**src/verilog/scc_reg_pkg.sv**
```systemverilog
package scc_reg_pkg;

    // Write register numbers, as loaded into the WR0 pointer
    localparam logic [3:0] WR0_PTR    = 4'd0;
    localparam logic [3:0] WR1_INT    = 4'd1;
    localparam logic [3:0] WR3_RX     = 4'd3;
    localparam logic [3:0] WR5_TX     = 4'd5;
    localparam logic [3:0] WR12_TC_LO = 4'd12;
    localparam logic [3:0] WR13_TC_HI = 4'd13;
    localparam logic [3:0] WR14_MISC  = 4'd14;

    // Read register numbers
    localparam logic [3:0] RR0  = 4'd0;
    localparam logic [3:0] RR1  = 4'd1;
    localparam logic [3:0] RR12 = 4'd12;
    localparam logic [3:0] RR13 = 4'd13;

    // Control bits inside the write registers
    localparam int WR1_RX_INT_EN = 4;
    localparam int WR1_TX_INT_EN = 1;
    localparam int WR3_RX_EN     = 0;
    localparam int WR5_TX_EN     = 3;
    localparam int WR5_RTS       = 1;
    localparam int WR14_BRG_EN   = 0;
    localparam int WR14_LOOPBACK = 4;

    // Status bits inside the read registers
    localparam int RR0_RX_AVAIL = 0;
    localparam int RR0_TX_EMPTY = 2;
    localparam int RR0_CTS      = 5;
    localparam int RR1_ALL_SENT = 0;
    localparam int RR1_OVERRUN  = 5;
    localparam int RR1_FRAMING  = 6;

    localparam int PCLK_DIV      = 8;   // clk_14m cycles per PCLK enable
    localparam int OVERSAMPLE    = 16;  // Baud ticks per bit
    localparam int RX_FIFO_DEPTH = 3;
    localparam int TX_FIFO_DEPTH = 1;

endpackage

```
**src/verilog/scc_types_pkg.sv**
```systemverilog
package scc_types_pkg;

    // One channel's view of a single bus strobe from the IIgs side
    typedef struct packed {
        logic       wr;         // Write strobe, one clk_14m cycle
        logic       rd;         // Read strobe, one clk_14m cycle
        logic       data_sel;   // 1 = data port, 0 = control/pointer port
        logic [7:0] wdata;      // Write byte
    } scc_bus_req_t;

    // Receive FIFO entry
    typedef struct packed {
        logic [7:0] data;        // Received character
        logic       framing_err; // Stop bit sampled low
    } scc_rx_entry_t;

    // Live channel flags, packed into RR0/RR1 by the channel
    typedef struct packed {
        logic rx_avail;     // At least one character waiting
        logic tx_empty;     // Transmit buffer can take a byte
        logic all_sent;     // Shifter idle after the stop bit
        logic cts;          // Synchronized CTS pin
        logic overrun;      // Sticky, receive FIFO was full
        logic framing_err;  // Sticky or head-of-FIFO framing error
    } scc_ch_status_t;

endpackage
```
**src/verilog/scc_baud_gen.sv**
```systemverilog
`timescale 1ns/1ps

module scc_baud_gen (
    input  logic        clk_14m,
    input  logic        reset,
    input  logic        pclk_en,    // One clk_14m cycle in PCLK_DIV
    input  logic        enable,     // WR14 BRG enable
    input  logic [15:0] time_const, // {WR13, WR12}
    output logic        tick        // 16x bit-rate strobe
);
    logic [15:0] count;

    // Down-counter runs on PCLK enables only
    always_ff @(posedge clk_14m or posedge reset) begin
        if (reset) begin
            count <= '0;
        end else if (!enable) begin
            count <= time_const;       // Hold preloaded while stopped
        end else if (pclk_en) begin
            if (count == '0)
                count <= time_const;   // Reload on terminal count
            else
                count <= count - 1'b1;
        end
    end

    // TC + 1 enables per tick
    assign tick = enable && pclk_en && (count == '0);

endmodule

```
**src/verilog/scc_channel.sv**
```systemverilog
`timescale 1ns/1ps

module scc_channel (
    input  logic                        clk_14m,
    input  logic                        reset,
    input  logic                        pclk_en,
    input  scc_types_pkg::scc_bus_req_t req,
    output logic [7:0]                  rdata,
    output logic                        irq_n,
    input  logic                        rxd,
    output logic                        txd,
    input  logic                        cts,
    output logic                        rts
);
    logic [3:0] ptr;                // WR0 register pointer
    logic [7:0] wr1, wr3, wr5, wr12, wr13, wr14;
    logic       overrun_q;
    logic       framing_q;
    logic       cts_s1, cts_s2;
    logic       ctrl_wr, ctrl_rd, rr1_rd;
    logic       tx_empty, tx_pop;
    logic [7:0] tx_head;
    logic       tx_line, all_sent, tick;
    logic       rx_line, rx_push, rx_pop, rx_empty, rx_full;
    logic [7:0] rr0, rr1, rd_mux;
    scc_types_pkg::scc_rx_entry_t  rx_entry;
    scc_types_pkg::scc_rx_entry_t  rx_head;
    scc_types_pkg::scc_ch_status_t status;

    assign ctrl_wr = req.wr && !req.data_sel;
    assign ctrl_rd = req.rd && !req.data_sel;
    assign rr1_rd  = ctrl_rd && (ptr == scc_reg_pkg::RR1);
    assign rx_pop  = req.rd && req.data_sel;

    // Pointer first, then the addressed register, then back to 0
    always_ff @(posedge clk_14m or posedge reset) begin
        if (reset) begin
            ptr  <= scc_reg_pkg::WR0_PTR;
            wr1  <= '0;
            wr3  <= '0;
            wr5  <= '0;
            wr12 <= '0;
            wr13 <= '0;
            wr14 <= '0;
        end else if (ctrl_wr) begin
            if (ptr == scc_reg_pkg::WR0_PTR) begin
                ptr <= req.wdata[3:0];
            end else begin
                ptr <= scc_reg_pkg::WR0_PTR;
                case (ptr)
                    scc_reg_pkg::WR1_INT:    wr1  <= req.wdata;
                    scc_reg_pkg::WR3_RX:     wr3  <= req.wdata;
                    scc_reg_pkg::WR5_TX:     wr5  <= req.wdata;
                    scc_reg_pkg::WR12_TC_LO: wr12 <= req.wdata;
                    scc_reg_pkg::WR13_TC_HI: wr13 <= req.wdata;
                    scc_reg_pkg::WR14_MISC:  wr14 <= req.wdata;
                    default: ;               // Unmodelled register drops the write
                endcase
            end
        end else if (ctrl_rd) begin
            ptr <= scc_reg_pkg::WR0_PTR;
        end
    end

    // Sticky receive errors clear when RR1 is read
    always_ff @(posedge clk_14m or posedge reset) begin
        if (reset) begin
            overrun_q <= 1'b0;
            framing_q <= 1'b0;
            cts_s1    <= 1'b0;
            cts_s2    <= 1'b0;
        end else begin
            cts_s1 <= cts;
            cts_s2 <= cts_s1;
            if (rr1_rd) begin
                overrun_q <= 1'b0;
                framing_q <= 1'b0;
            end
            if (rx_push && rx_full && !rx_pop)
                overrun_q <= 1'b1;                 // Character lost
            if (rx_pop && !rx_empty && rx_head.framing_err)
                framing_q <= 1'b1;                 // Keep the error past its data read
        end
    end

    assign status.rx_avail    = !rx_empty;
    assign status.tx_empty    = tx_empty;
    assign status.all_sent    = all_sent;
    assign status.cts         = cts_s2;
    assign status.overrun     = overrun_q;
    assign status.framing_err = framing_q || (!rx_empty && rx_head.framing_err);

    always_comb begin
        rr0 = '0;
        rr0[scc_reg_pkg::RR0_RX_AVAIL] = status.rx_avail;
        rr0[scc_reg_pkg::RR0_TX_EMPTY] = status.tx_empty;
        rr0[scc_reg_pkg::RR0_CTS]      = status.cts;
        rr1 = '0;
        rr1[scc_reg_pkg::RR1_ALL_SENT] = status.all_sent;
        rr1[scc_reg_pkg::RR1_OVERRUN]  = status.overrun;
        rr1[scc_reg_pkg::RR1_FRAMING]  = status.framing_err;
        if (req.data_sel)
            rd_mux = rx_head.data;
        else begin
            case (ptr)
                scc_reg_pkg::RR0:  rd_mux = rr0;
                scc_reg_pkg::RR1:  rd_mux = rr1;
                scc_reg_pkg::RR12: rd_mux = wr12;   // Time constant reads back
                scc_reg_pkg::RR13: rd_mux = wr13;
                default:           rd_mux = 8'h00;
            endcase
        end
    end

    // Read byte is captured on the strobe and held
    always_ff @(posedge clk_14m) begin
        if (req.rd)
            rdata <= rd_mux;
    end

    assign rts = wr5[scc_reg_pkg::WR5_RTS];
    // Loopback routes the shifter to the receiver and parks the pin at mark
    assign txd     = wr14[scc_reg_pkg::WR14_LOOPBACK] ? 1'b1 : tx_line;
    assign rx_line = wr14[scc_reg_pkg::WR14_LOOPBACK] ? tx_line : rxd;

    assign irq_n = !((wr1[scc_reg_pkg::WR1_RX_INT_EN] && status.rx_avail) ||
                     (wr1[scc_reg_pkg::WR1_TX_INT_EN] && status.tx_empty));

    scc_fifo #(
        .payload_t (logic [7:0]),
        .depth     (scc_reg_pkg::TX_FIFO_DEPTH)
    ) tx_fifo (
        .clk_14m   (clk_14m),
        .reset     (reset),
        .push      (req.wr && req.data_sel),
        .push_data (req.wdata),
        .pop       (tx_pop),
        .pop_data  (tx_head),
        .empty     (tx_empty),
        .full      ()
    );

    scc_fifo #(
        .payload_t (scc_types_pkg::scc_rx_entry_t),
        .depth     (scc_reg_pkg::RX_FIFO_DEPTH)
    ) rx_fifo (
        .clk_14m   (clk_14m),
        .reset     (reset),
        .push      (rx_push),
        .push_data (rx_entry),
        .pop       (rx_pop),
        .pop_data  (rx_head),
        .empty     (rx_empty),
        .full      (rx_full)
    );

    scc_baud_gen baud_gen (
        .clk_14m    (clk_14m),
        .reset      (reset),
        .pclk_en    (pclk_en),
        .enable     (wr14[scc_reg_pkg::WR14_BRG_EN]),
        .time_const ({wr13, wr12}),
        .tick       (tick)
    );

    scc_tx tx (
        .clk_14m    (clk_14m),
        .reset      (reset),
        .tick       (tick),
        .tx_en      (wr5[scc_reg_pkg::WR5_TX_EN]),
        .cts        (cts_s2),
        .data_valid (!tx_empty),
        .data       (tx_head),
        .data_pop   (tx_pop),
        .txd        (tx_line),
        .all_sent   (all_sent)
    );

    scc_rx rx (
        .clk_14m (clk_14m),
        .reset   (reset),
        .tick    (tick),
        .rx_en   (wr3[scc_reg_pkg::WR3_RX_EN]),
        .rxd     (rx_line),
        .push    (rx_push),
        .entry   (rx_entry)
    );

endmodule

```
**src/verilog/scc_fifo.sv**
```systemverilog
`timescale 1ns/1ps

module scc_fifo #(
    parameter type payload_t = logic [7:0],
    parameter int  depth     = 2
) (
    input  logic     clk_14m,
    input  logic     reset,
    input  logic     push,
    input  payload_t push_data,
    input  logic     pop,
    output payload_t pop_data,
    output logic     empty,
    output logic     full
);
    localparam int PTR_W = (depth > 1) ? $clog2(depth) : 1; // Depth 1 still needs one bit
    localparam int CNT_W = $clog2(depth + 1);

    payload_t         mem [depth];
    logic [PTR_W-1:0] wr_ptr;
    logic [PTR_W-1:0] rd_ptr;
    logic [CNT_W-1:0] count;
    logic             do_push;
    logic             do_pop;

    // Wrap at depth, which need not be a power of two
    function automatic logic [PTR_W-1:0] next_ptr(input logic [PTR_W-1:0] p);
        return (p == PTR_W'(depth - 1)) ? '0 : p + 1'b1;
    endfunction

    assign empty    = (count == '0);
    assign full     = (count == CNT_W'(depth));
    assign do_pop   = pop && !empty;
    assign do_push  = push && (!full || do_pop); // Full push only lands if a slot frees now
    assign pop_data = mem[rd_ptr];               // Head is visible before the pop

    always_ff @(posedge clk_14m) begin
        if (do_push)
            mem[wr_ptr] <= push_data;
    end

    always_ff @(posedge clk_14m or posedge reset) begin
        if (reset) begin
            wr_ptr <= '0;
            rd_ptr <= '0;
            count  <= '0;
        end else begin
            if (do_push) wr_ptr <= next_ptr(wr_ptr);
            if (do_pop)  rd_ptr <= next_ptr(rd_ptr);
            case ({do_push, do_pop})
                2'b10:   count <= count + 1'b1;
                2'b01:   count <= count - 1'b1;
                default: ;                      // Both or neither keep the level
            endcase
        end
    end

endmodule

```
**src/verilog/scc_iigs_wrapper.sv**
```systemverilog
`timescale 1ns/1ps

module scc_iigs_wrapper (
    input  logic       clk_14m,   // IIgs master clock
    input  logic       reset,
    input  logic       ph0_en,    // Bus phase enable
    input  logic       cs,        // C038..C03B decode
    input  logic       we,
    input  logic [1:0] rs,        // [1] data/ctl, [0] A/B
    input  logic [7:0] wdata,
    output logic [7:0] rdata,
    output logic       irq_n,     // Active low, both channels combined
    output logic       txd_a,
    output logic       txd_b,
    input  logic       rxd_a,
    input  logic       rxd_b,
    output logic       rts_a,
    output logic       rts_b,
    input  logic       cts_a,
    input  logic       cts_b
);
    logic [2:0] clk_div;
    logic       pclk_en;
    logic       strobe;
    logic       last_a;            // Channel of the most recent read
    logic [7:0] rdata_a, rdata_b;
    logic       irq_n_a, irq_n_b;
    scc_types_pkg::scc_bus_req_t req_a;
    scc_types_pkg::scc_bus_req_t req_b;

    // PCLK enable, one cycle in eight
    always_ff @(posedge clk_14m or posedge reset) begin
        if (reset)
            clk_div <= '0;
        else
            clk_div <= clk_div + 1'b1;
    end

    assign pclk_en = (clk_div == 3'(scc_reg_pkg::PCLK_DIV - 1));
    assign strobe  = ph0_en && cs;

    // Only the addressed channel sees the strobe
    assign req_a = '{wr: strobe && we && rs[0], rd: strobe && !we && rs[0],
                     data_sel: rs[1], wdata: wdata};
    assign req_b = '{wr: strobe && we && !rs[0], rd: strobe && !we && !rs[0],
                     data_sel: rs[1], wdata: wdata};

    always_ff @(posedge clk_14m or posedge reset) begin
        if (reset)
            last_a <= 1'b0;
        else if (strobe && !we)
            last_a <= rs[0];
    end

    assign rdata = last_a ? rdata_a : rdata_b;
    assign irq_n = irq_n_a && irq_n_b;          // Wired-AND of the two requests

    scc_channel chan_a (
        .clk_14m (clk_14m),
        .reset   (reset),
        .pclk_en (pclk_en),
        .req     (req_a),
        .rdata   (rdata_a),
        .irq_n   (irq_n_a),
        .rxd     (rxd_a),
        .txd     (txd_a),
        .cts     (cts_a),
        .rts     (rts_a)
    );

    scc_channel chan_b (
        .clk_14m (clk_14m),
        .reset   (reset),
        .pclk_en (pclk_en),
        .req     (req_b),
        .rdata   (rdata_b),
        .irq_n   (irq_n_b),
        .rxd     (rxd_b),
        .txd     (txd_b),
        .cts     (cts_b),
        .rts     (rts_b)
    );

endmodule

```
**src/verilog/scc_rx.sv**
```systemverilog
`timescale 1ns/1ps

module scc_rx (
    input  logic                         clk_14m,
    input  logic                         reset,
    input  logic                         tick,
    input  logic                         rx_en,
    input  logic                         rxd,
    output logic                         push,
    output scc_types_pkg::scc_rx_entry_t entry
);
    localparam logic [3:0] MID = 4'(scc_reg_pkg::OVERSAMPLE / 2 - 1); // Mid-bit tick

    logic       rxd_s1;
    logic       rxd_s2;
    logic       active;
    logic [3:0] tick_cnt;  // Ticks since the falling edge, wraps per bit
    logic [3:0] bit_cnt;   // 0 = start, 1..8 = data, 9 = stop
    logic [7:0] shreg;
    logic       sample;

    // Line is asynchronous to clk_14m
    always_ff @(posedge clk_14m or posedge reset) begin
        if (reset) begin
            rxd_s1 <= 1'b1;
            rxd_s2 <= 1'b1;
        end else begin
            rxd_s1 <= rxd;
            rxd_s2 <= rxd_s1;
        end
    end

    assign sample = active && tick && (tick_cnt == MID);

    always_ff @(posedge clk_14m or posedge reset) begin
        if (reset) begin
            active   <= 1'b0;
            tick_cnt <= '0;
            bit_cnt  <= '0;
            push     <= 1'b0;
        end else begin
            push <= 1'b0;
            if (!rx_en) begin
                active <= 1'b0;
            end else if (!active) begin
                if (tick && !rxd_s2) begin  // Candidate start edge
                    active   <= 1'b1;
                    tick_cnt <= '0;
                    bit_cnt  <= '0;
                end
            end else if (tick) begin
                tick_cnt <= tick_cnt + 1'b1;
                if (sample) begin
                    if (bit_cnt == 4'd0 && rxd_s2)
                        active <= 1'b0;      // Start bit gone at midpoint
                    else if (bit_cnt == 4'd9) begin
                        active <= 1'b0;
                        push   <= 1'b1;      // Character complete
                    end else
                        bit_cnt <= bit_cnt + 1'b1;
                end
            end
        end
    end

    // Data shifter and completed entry
    always_ff @(posedge clk_14m) begin
        if (sample && bit_cnt != 4'd0 && bit_cnt != 4'd9)
            shreg <= {rxd_s2, shreg[7:1]};      // LSB first
        if (sample && bit_cnt == 4'd9) begin
            entry.data        <= shreg;
            entry.framing_err <= !rxd_s2;       // Low stop bit
        end
    end

endmodule

```
**src/verilog/scc_tx.sv**
```systemverilog
`timescale 1ns/1ps

module scc_tx (
    input  logic       clk_14m,
    input  logic       reset,
    input  logic       tick,
    input  logic       tx_en,
    input  logic       cts,
    input  logic       data_valid, // Transmit buffer not empty
    input  logic [7:0] data,
    output logic       data_pop,
    output logic       txd,
    output logic       all_sent
);
    logic [9:0] shreg;    // {stop, data[7:0], start}, LSB goes out first
    logic [3:0] tick_cnt; // Ticks into the current bit
    logic [3:0] bit_cnt;  // Bit being sent, 0 = start, 9 = stop
    logic       busy;

    // Pull a byte only when idle and the far end is ready
    assign data_pop = !busy && tx_en && cts && data_valid;
    assign txd      = shreg[0];

    always_ff @(posedge clk_14m or posedge reset) begin
        if (reset) begin
            shreg    <= '1;   // Line idles high
            tick_cnt <= '0;
            bit_cnt  <= '0;
            busy     <= 1'b0;
            all_sent <= 1'b1;
        end else if (data_pop) begin
            shreg    <= {1'b1, data, 1'b0};
            tick_cnt <= '0;
            bit_cnt  <= '0;
            busy     <= 1'b1;
            all_sent <= 1'b0;
        end else if (busy && tick) begin
            tick_cnt <= tick_cnt + 1'b1;
            if (tick_cnt == 4'(scc_reg_pkg::OVERSAMPLE - 1)) begin
                shreg <= {1'b1, shreg[9:1]};   // Backfill with idle level
                if (bit_cnt == 4'd9) begin
                    busy     <= 1'b0;         // Stop bit done
                    all_sent <= 1'b1;
                end else begin
                    bit_cnt <= bit_cnt + 1'b1;
                end
            end
        end
    end

endmodule

```
**config.mk**
```make
export PLATFORM = sky130hd
export DESIGN_NAME = scc_iigs_wrapper
export DESIGN_NICKNAME = d
export VERILOG_FILES = /design/src/verilog/scc_reg_pkg.sv /design/src/verilog/scc_types_pkg.sv /design/src/verilog/scc_baud_gen.sv /design/src/verilog/scc_channel.sv /design/src/verilog/scc_fifo.sv /design/src/verilog/scc_iigs_wrapper.sv /design/src/verilog/scc_rx.sv /design/src/verilog/scc_tx.sv
export SDC_FILE = /design/constraint.sdc
export NUM_CORES = 1
export LEC_CHECK = 0
export BUFFER_PORTS_ARGS = -buffer_cell sky130_fd_sc_hd__buf_2
export CORE_MARGIN = 10
export CORE_UTILIZATION = 62
export DETAILED_ROUTE_END_ITERATION = 6
export HOLD_SLACK_MARGIN = 0.12
export PLACE_DENSITY = 0.79
export SLEW_MARGIN = 30
export SYNTH_ARGS = -nofsm -noshare
export SYNTH_HDL_FRONTEND = slang
export SYNTH_SLANG_ARGS = --single-unit
```
**constraint.sdc**
```tcl
create_clock -name clk_14m -period 7 [get_ports clk_14m]
set_clock_uncertainty 0.15 [all_clocks]
set_input_delay 1.4 -clock clk_14m [delete_from_list [all_inputs] [get_ports clk_14m]]
set_output_delay 1.4 -clock clk_14m [all_outputs]
set_load 0.01 [all_outputs]
```
==> run metrics <==
Net Count, Synth between 1,000 and 1,500; routed length on met3 roughly 2500 µm; hold-fix buffers at CTS 0; initial antenna violation count 0; number of global-route vias before repair 8,796; CP Data Required Time roughly 5.5 ns; TritonCTS clock tree built; RSZ-0062 raised after global routing no; initial core utilization 63.1%; gr ovfl total 0; Post-synth top flop dfrtp_1; non-filler cells, final 1,460; crit path cell chain or2_2 -> a222oi_1 -> a21boi_0 -> buf_2; Clk Latency, worst-skew pair approximately 0.55 ns; critical path fanouts, max 9; Residual DRC 0; # setup viols final 0; chip height 167 µm; run status finished clean; Min-Delay Path Class flop to flop; DP Wirelength 20,500 µm; vias roughly 9,300; setup_tns 0 ns; Final Net Count ~1,200; register area share after synthesis roughly three fifths; htree depth 1; Routed WL about 30,000 µm; # Max-Cap Violations 0; Die W between 150 and 200 µm; relative slew slack a little under two fifths; FFs w/ async S/R, synth 59.2%; Metal-1 WL 12,600 µm; share of layout cells above drive strength 1 17.5%; Pleak 6.17 nW; Commonest cells post-synth dfrtp_1 (150), edfxtp_1 (120), nand2_1 (99), nor2_1 (88), o21ai_0 (67); Num Clock Sinks 294; Yosys warning total 0; critical path capture point type output pin; placer congestion estimate roughly 0.89; port buffer count 31; critical path class flop to output pin; Hold Fails Final Rpt 0; cts bufs inserted 30; die area 27,700 µm²; distinct cell type count after synthesis 76; Top-Level Pins 32; Post-synth EDFFs between 100 and 150; n_diodes 0; Critical Path AT about 2.1 ns; total power 3.96 mW; post-DR vias/cell 6.40; first-pass GRT wire length approximately 47,000 µm; Area Growth Syn to Fin 11.0%; Wirelength per Cell between 20 and 25 µm; Cell Area, Synth 13,300 µm²; slowest stage cell, crit path dfrtp_1; post-CTS sizing 0; worst stage delay on the critical path between 0.4 and 0.5 ns; worst slew pin tran a little over 0.9 ns; post-layout util between 70 and 80%; clk slew on worst S/H paths about 0.06 ns; Mean Syn Cell Area around 12 µm²; #FFs+latches synth 294; met2 wire length 14,200 µm; Final ANT Viol Nets 0; FMAX roughly 0.27 GHz; core footprint around 21,000 µm²; placed cells approximately 1,400; cell accounting for the most synthesized area dfrtp_1; Yosys top cell area share approximately 28%; Final Critical Period approximately 3.7 ns; top layer in use met4; GRT Total Usage between 20% and 30%; count leader, synth dfrtp_1; top cells by area, synth dfrtp_1 (28%), edfxtp_1 (27%), mux2_2 (5.2%); CP Launch Type flop; Synth Instances 1,137; final worst path period share between 50% and 60%; FP Rows 53; Post-CTS Setup Bufs 0; First DRT Iteration DRCs approximately 800; Bufs on Longest Clock Path 3; max-slew violations 0; cell area power density between 200 and 300 nW/µm²; DRT Pass-1 Iters 5; largest net degree at the start of global routing 78; maximum VDD drop between 200 and 250 µV; CTS Root Cell clkbuf_16
[stage by stage]
stage / cell area, µm² / hold WS [ns] / worst slack [ns]
after global routing: 14800 / 0.213 / 3.19
final: 14800 / 0.205 / 3.33
after CTS: 14700 / 0.207 / 3.30
after detailed placement: 13700 / 0.189 / 3.17
after global placement: 13700 / 0.182 / 2.94
after floorplan: 13300 / 0.181 / 0.773
[registers in the layout, indices dropped and copies added (netlist names), 9 cells and up]
register	cells
chan_a.baud_gen.count	16
chan_a.rx.entry	9
chan_a.tx.shreg	9
chan_b.rx_fifo.mem	27
chan_b.baud_gen.count	16
chan_b.tx.shreg	9
chan_b.rx.entry	9
chan_a.rx_fifo.mem	27
[routing by layer]
| layer | vias up | track usage (%) |
|---|---|---|
| li1 | 4324 | - |
| met1 | 4649 | 28.1 |
| met2 | 342 | 32.8 |
| met3 | 33 | 4.61 |
| met4 | 0 | 4.20 |
| met5 | - | 0 |
[power by group]
part | leakage (nW) | internal (mW) | switching, mW | total, mW
combinational | 2.30 | 0.152 | 0.223 | 0.375
clock | 0.496 | 0.963 | 0.648 | 1.61
sequential | 3.38 | 1.87 | 0.110 | 1.98
total | 6.17 | 2.98 | 0.981 | 3.96
[final timing paths]
kind / start / to / slack, ns / depth (start not counted)
worst max-delay path: chan_a.rx_fifo.count[1] / irq_n / 3.33 / 4
worst min-delay path: chan_b.cts_s1 / chan_b.cts_s2 / 0.20 / 0
worst max register to register: clk_div[0] / chan_b.tx.bit_cnt[2] / 3.98 / 8
worst min register to register: chan_b.cts_s1 / chan_b.cts_s2 / 0.20 / 0
max in group asynchronous: reset / chan_b.rx_fifo.rd_ptr[1] / 4.77 / 3
min in group asynchronous: reset / chan_b.baud_gen.count[5] / 0.83 / 2
[worst max-delay path, delay by kind of cell (launching register included)]
family                 cells  cell delay [ns]
AO/OA/AOI/OAI              2             0.57
flip-flops                 1             0.47
AND/OR/NAND/NOR            1             0.38
buffers and inverters      1             0.19
[kinds of logic after synthesis]
group	synth area share, %
mux	7.87
xor+xnor	0.526
simple gates	15.4
compound gates	11.8
flops	60.0
buf+inv	2.49
fa+ha+maj	1.88
[cell usage in the layout (no fill, tap or decap), types with 8 or more instances in the layout]
master       n
buf_2       31
a22o_1       9
or2_2       10
nor3_1      28
ha_1        20
nor2_1      88
nand2b_1    11
clkbuf_16   31
a22oi_1     18
nand2_1     99
clkinv_2     8
edfxtp_1   120
inv_1       36
o21ai_0     67
mux2i_1     35
nor4_1      13
a21oi_1     37
buf_4       11
nand3_1     47
nand4_1     17
o22ai_1     11
and3_1      13
dfrtp_1    150
mux2_2      62
dfstp_2     24
[cell type report]
cell class | count | area [µm²]
flip-flops and latches | 294 | 7990
fillers | 1476 | 6310
multi-input cells | 756 | 5060
clock buffers | 36 | 805
well taps | 275 | 344
repair buffers | 42 | 238
clock inverters | 20 | 199
inverters | 37 | 144
(Power assumes the default switching activity.)
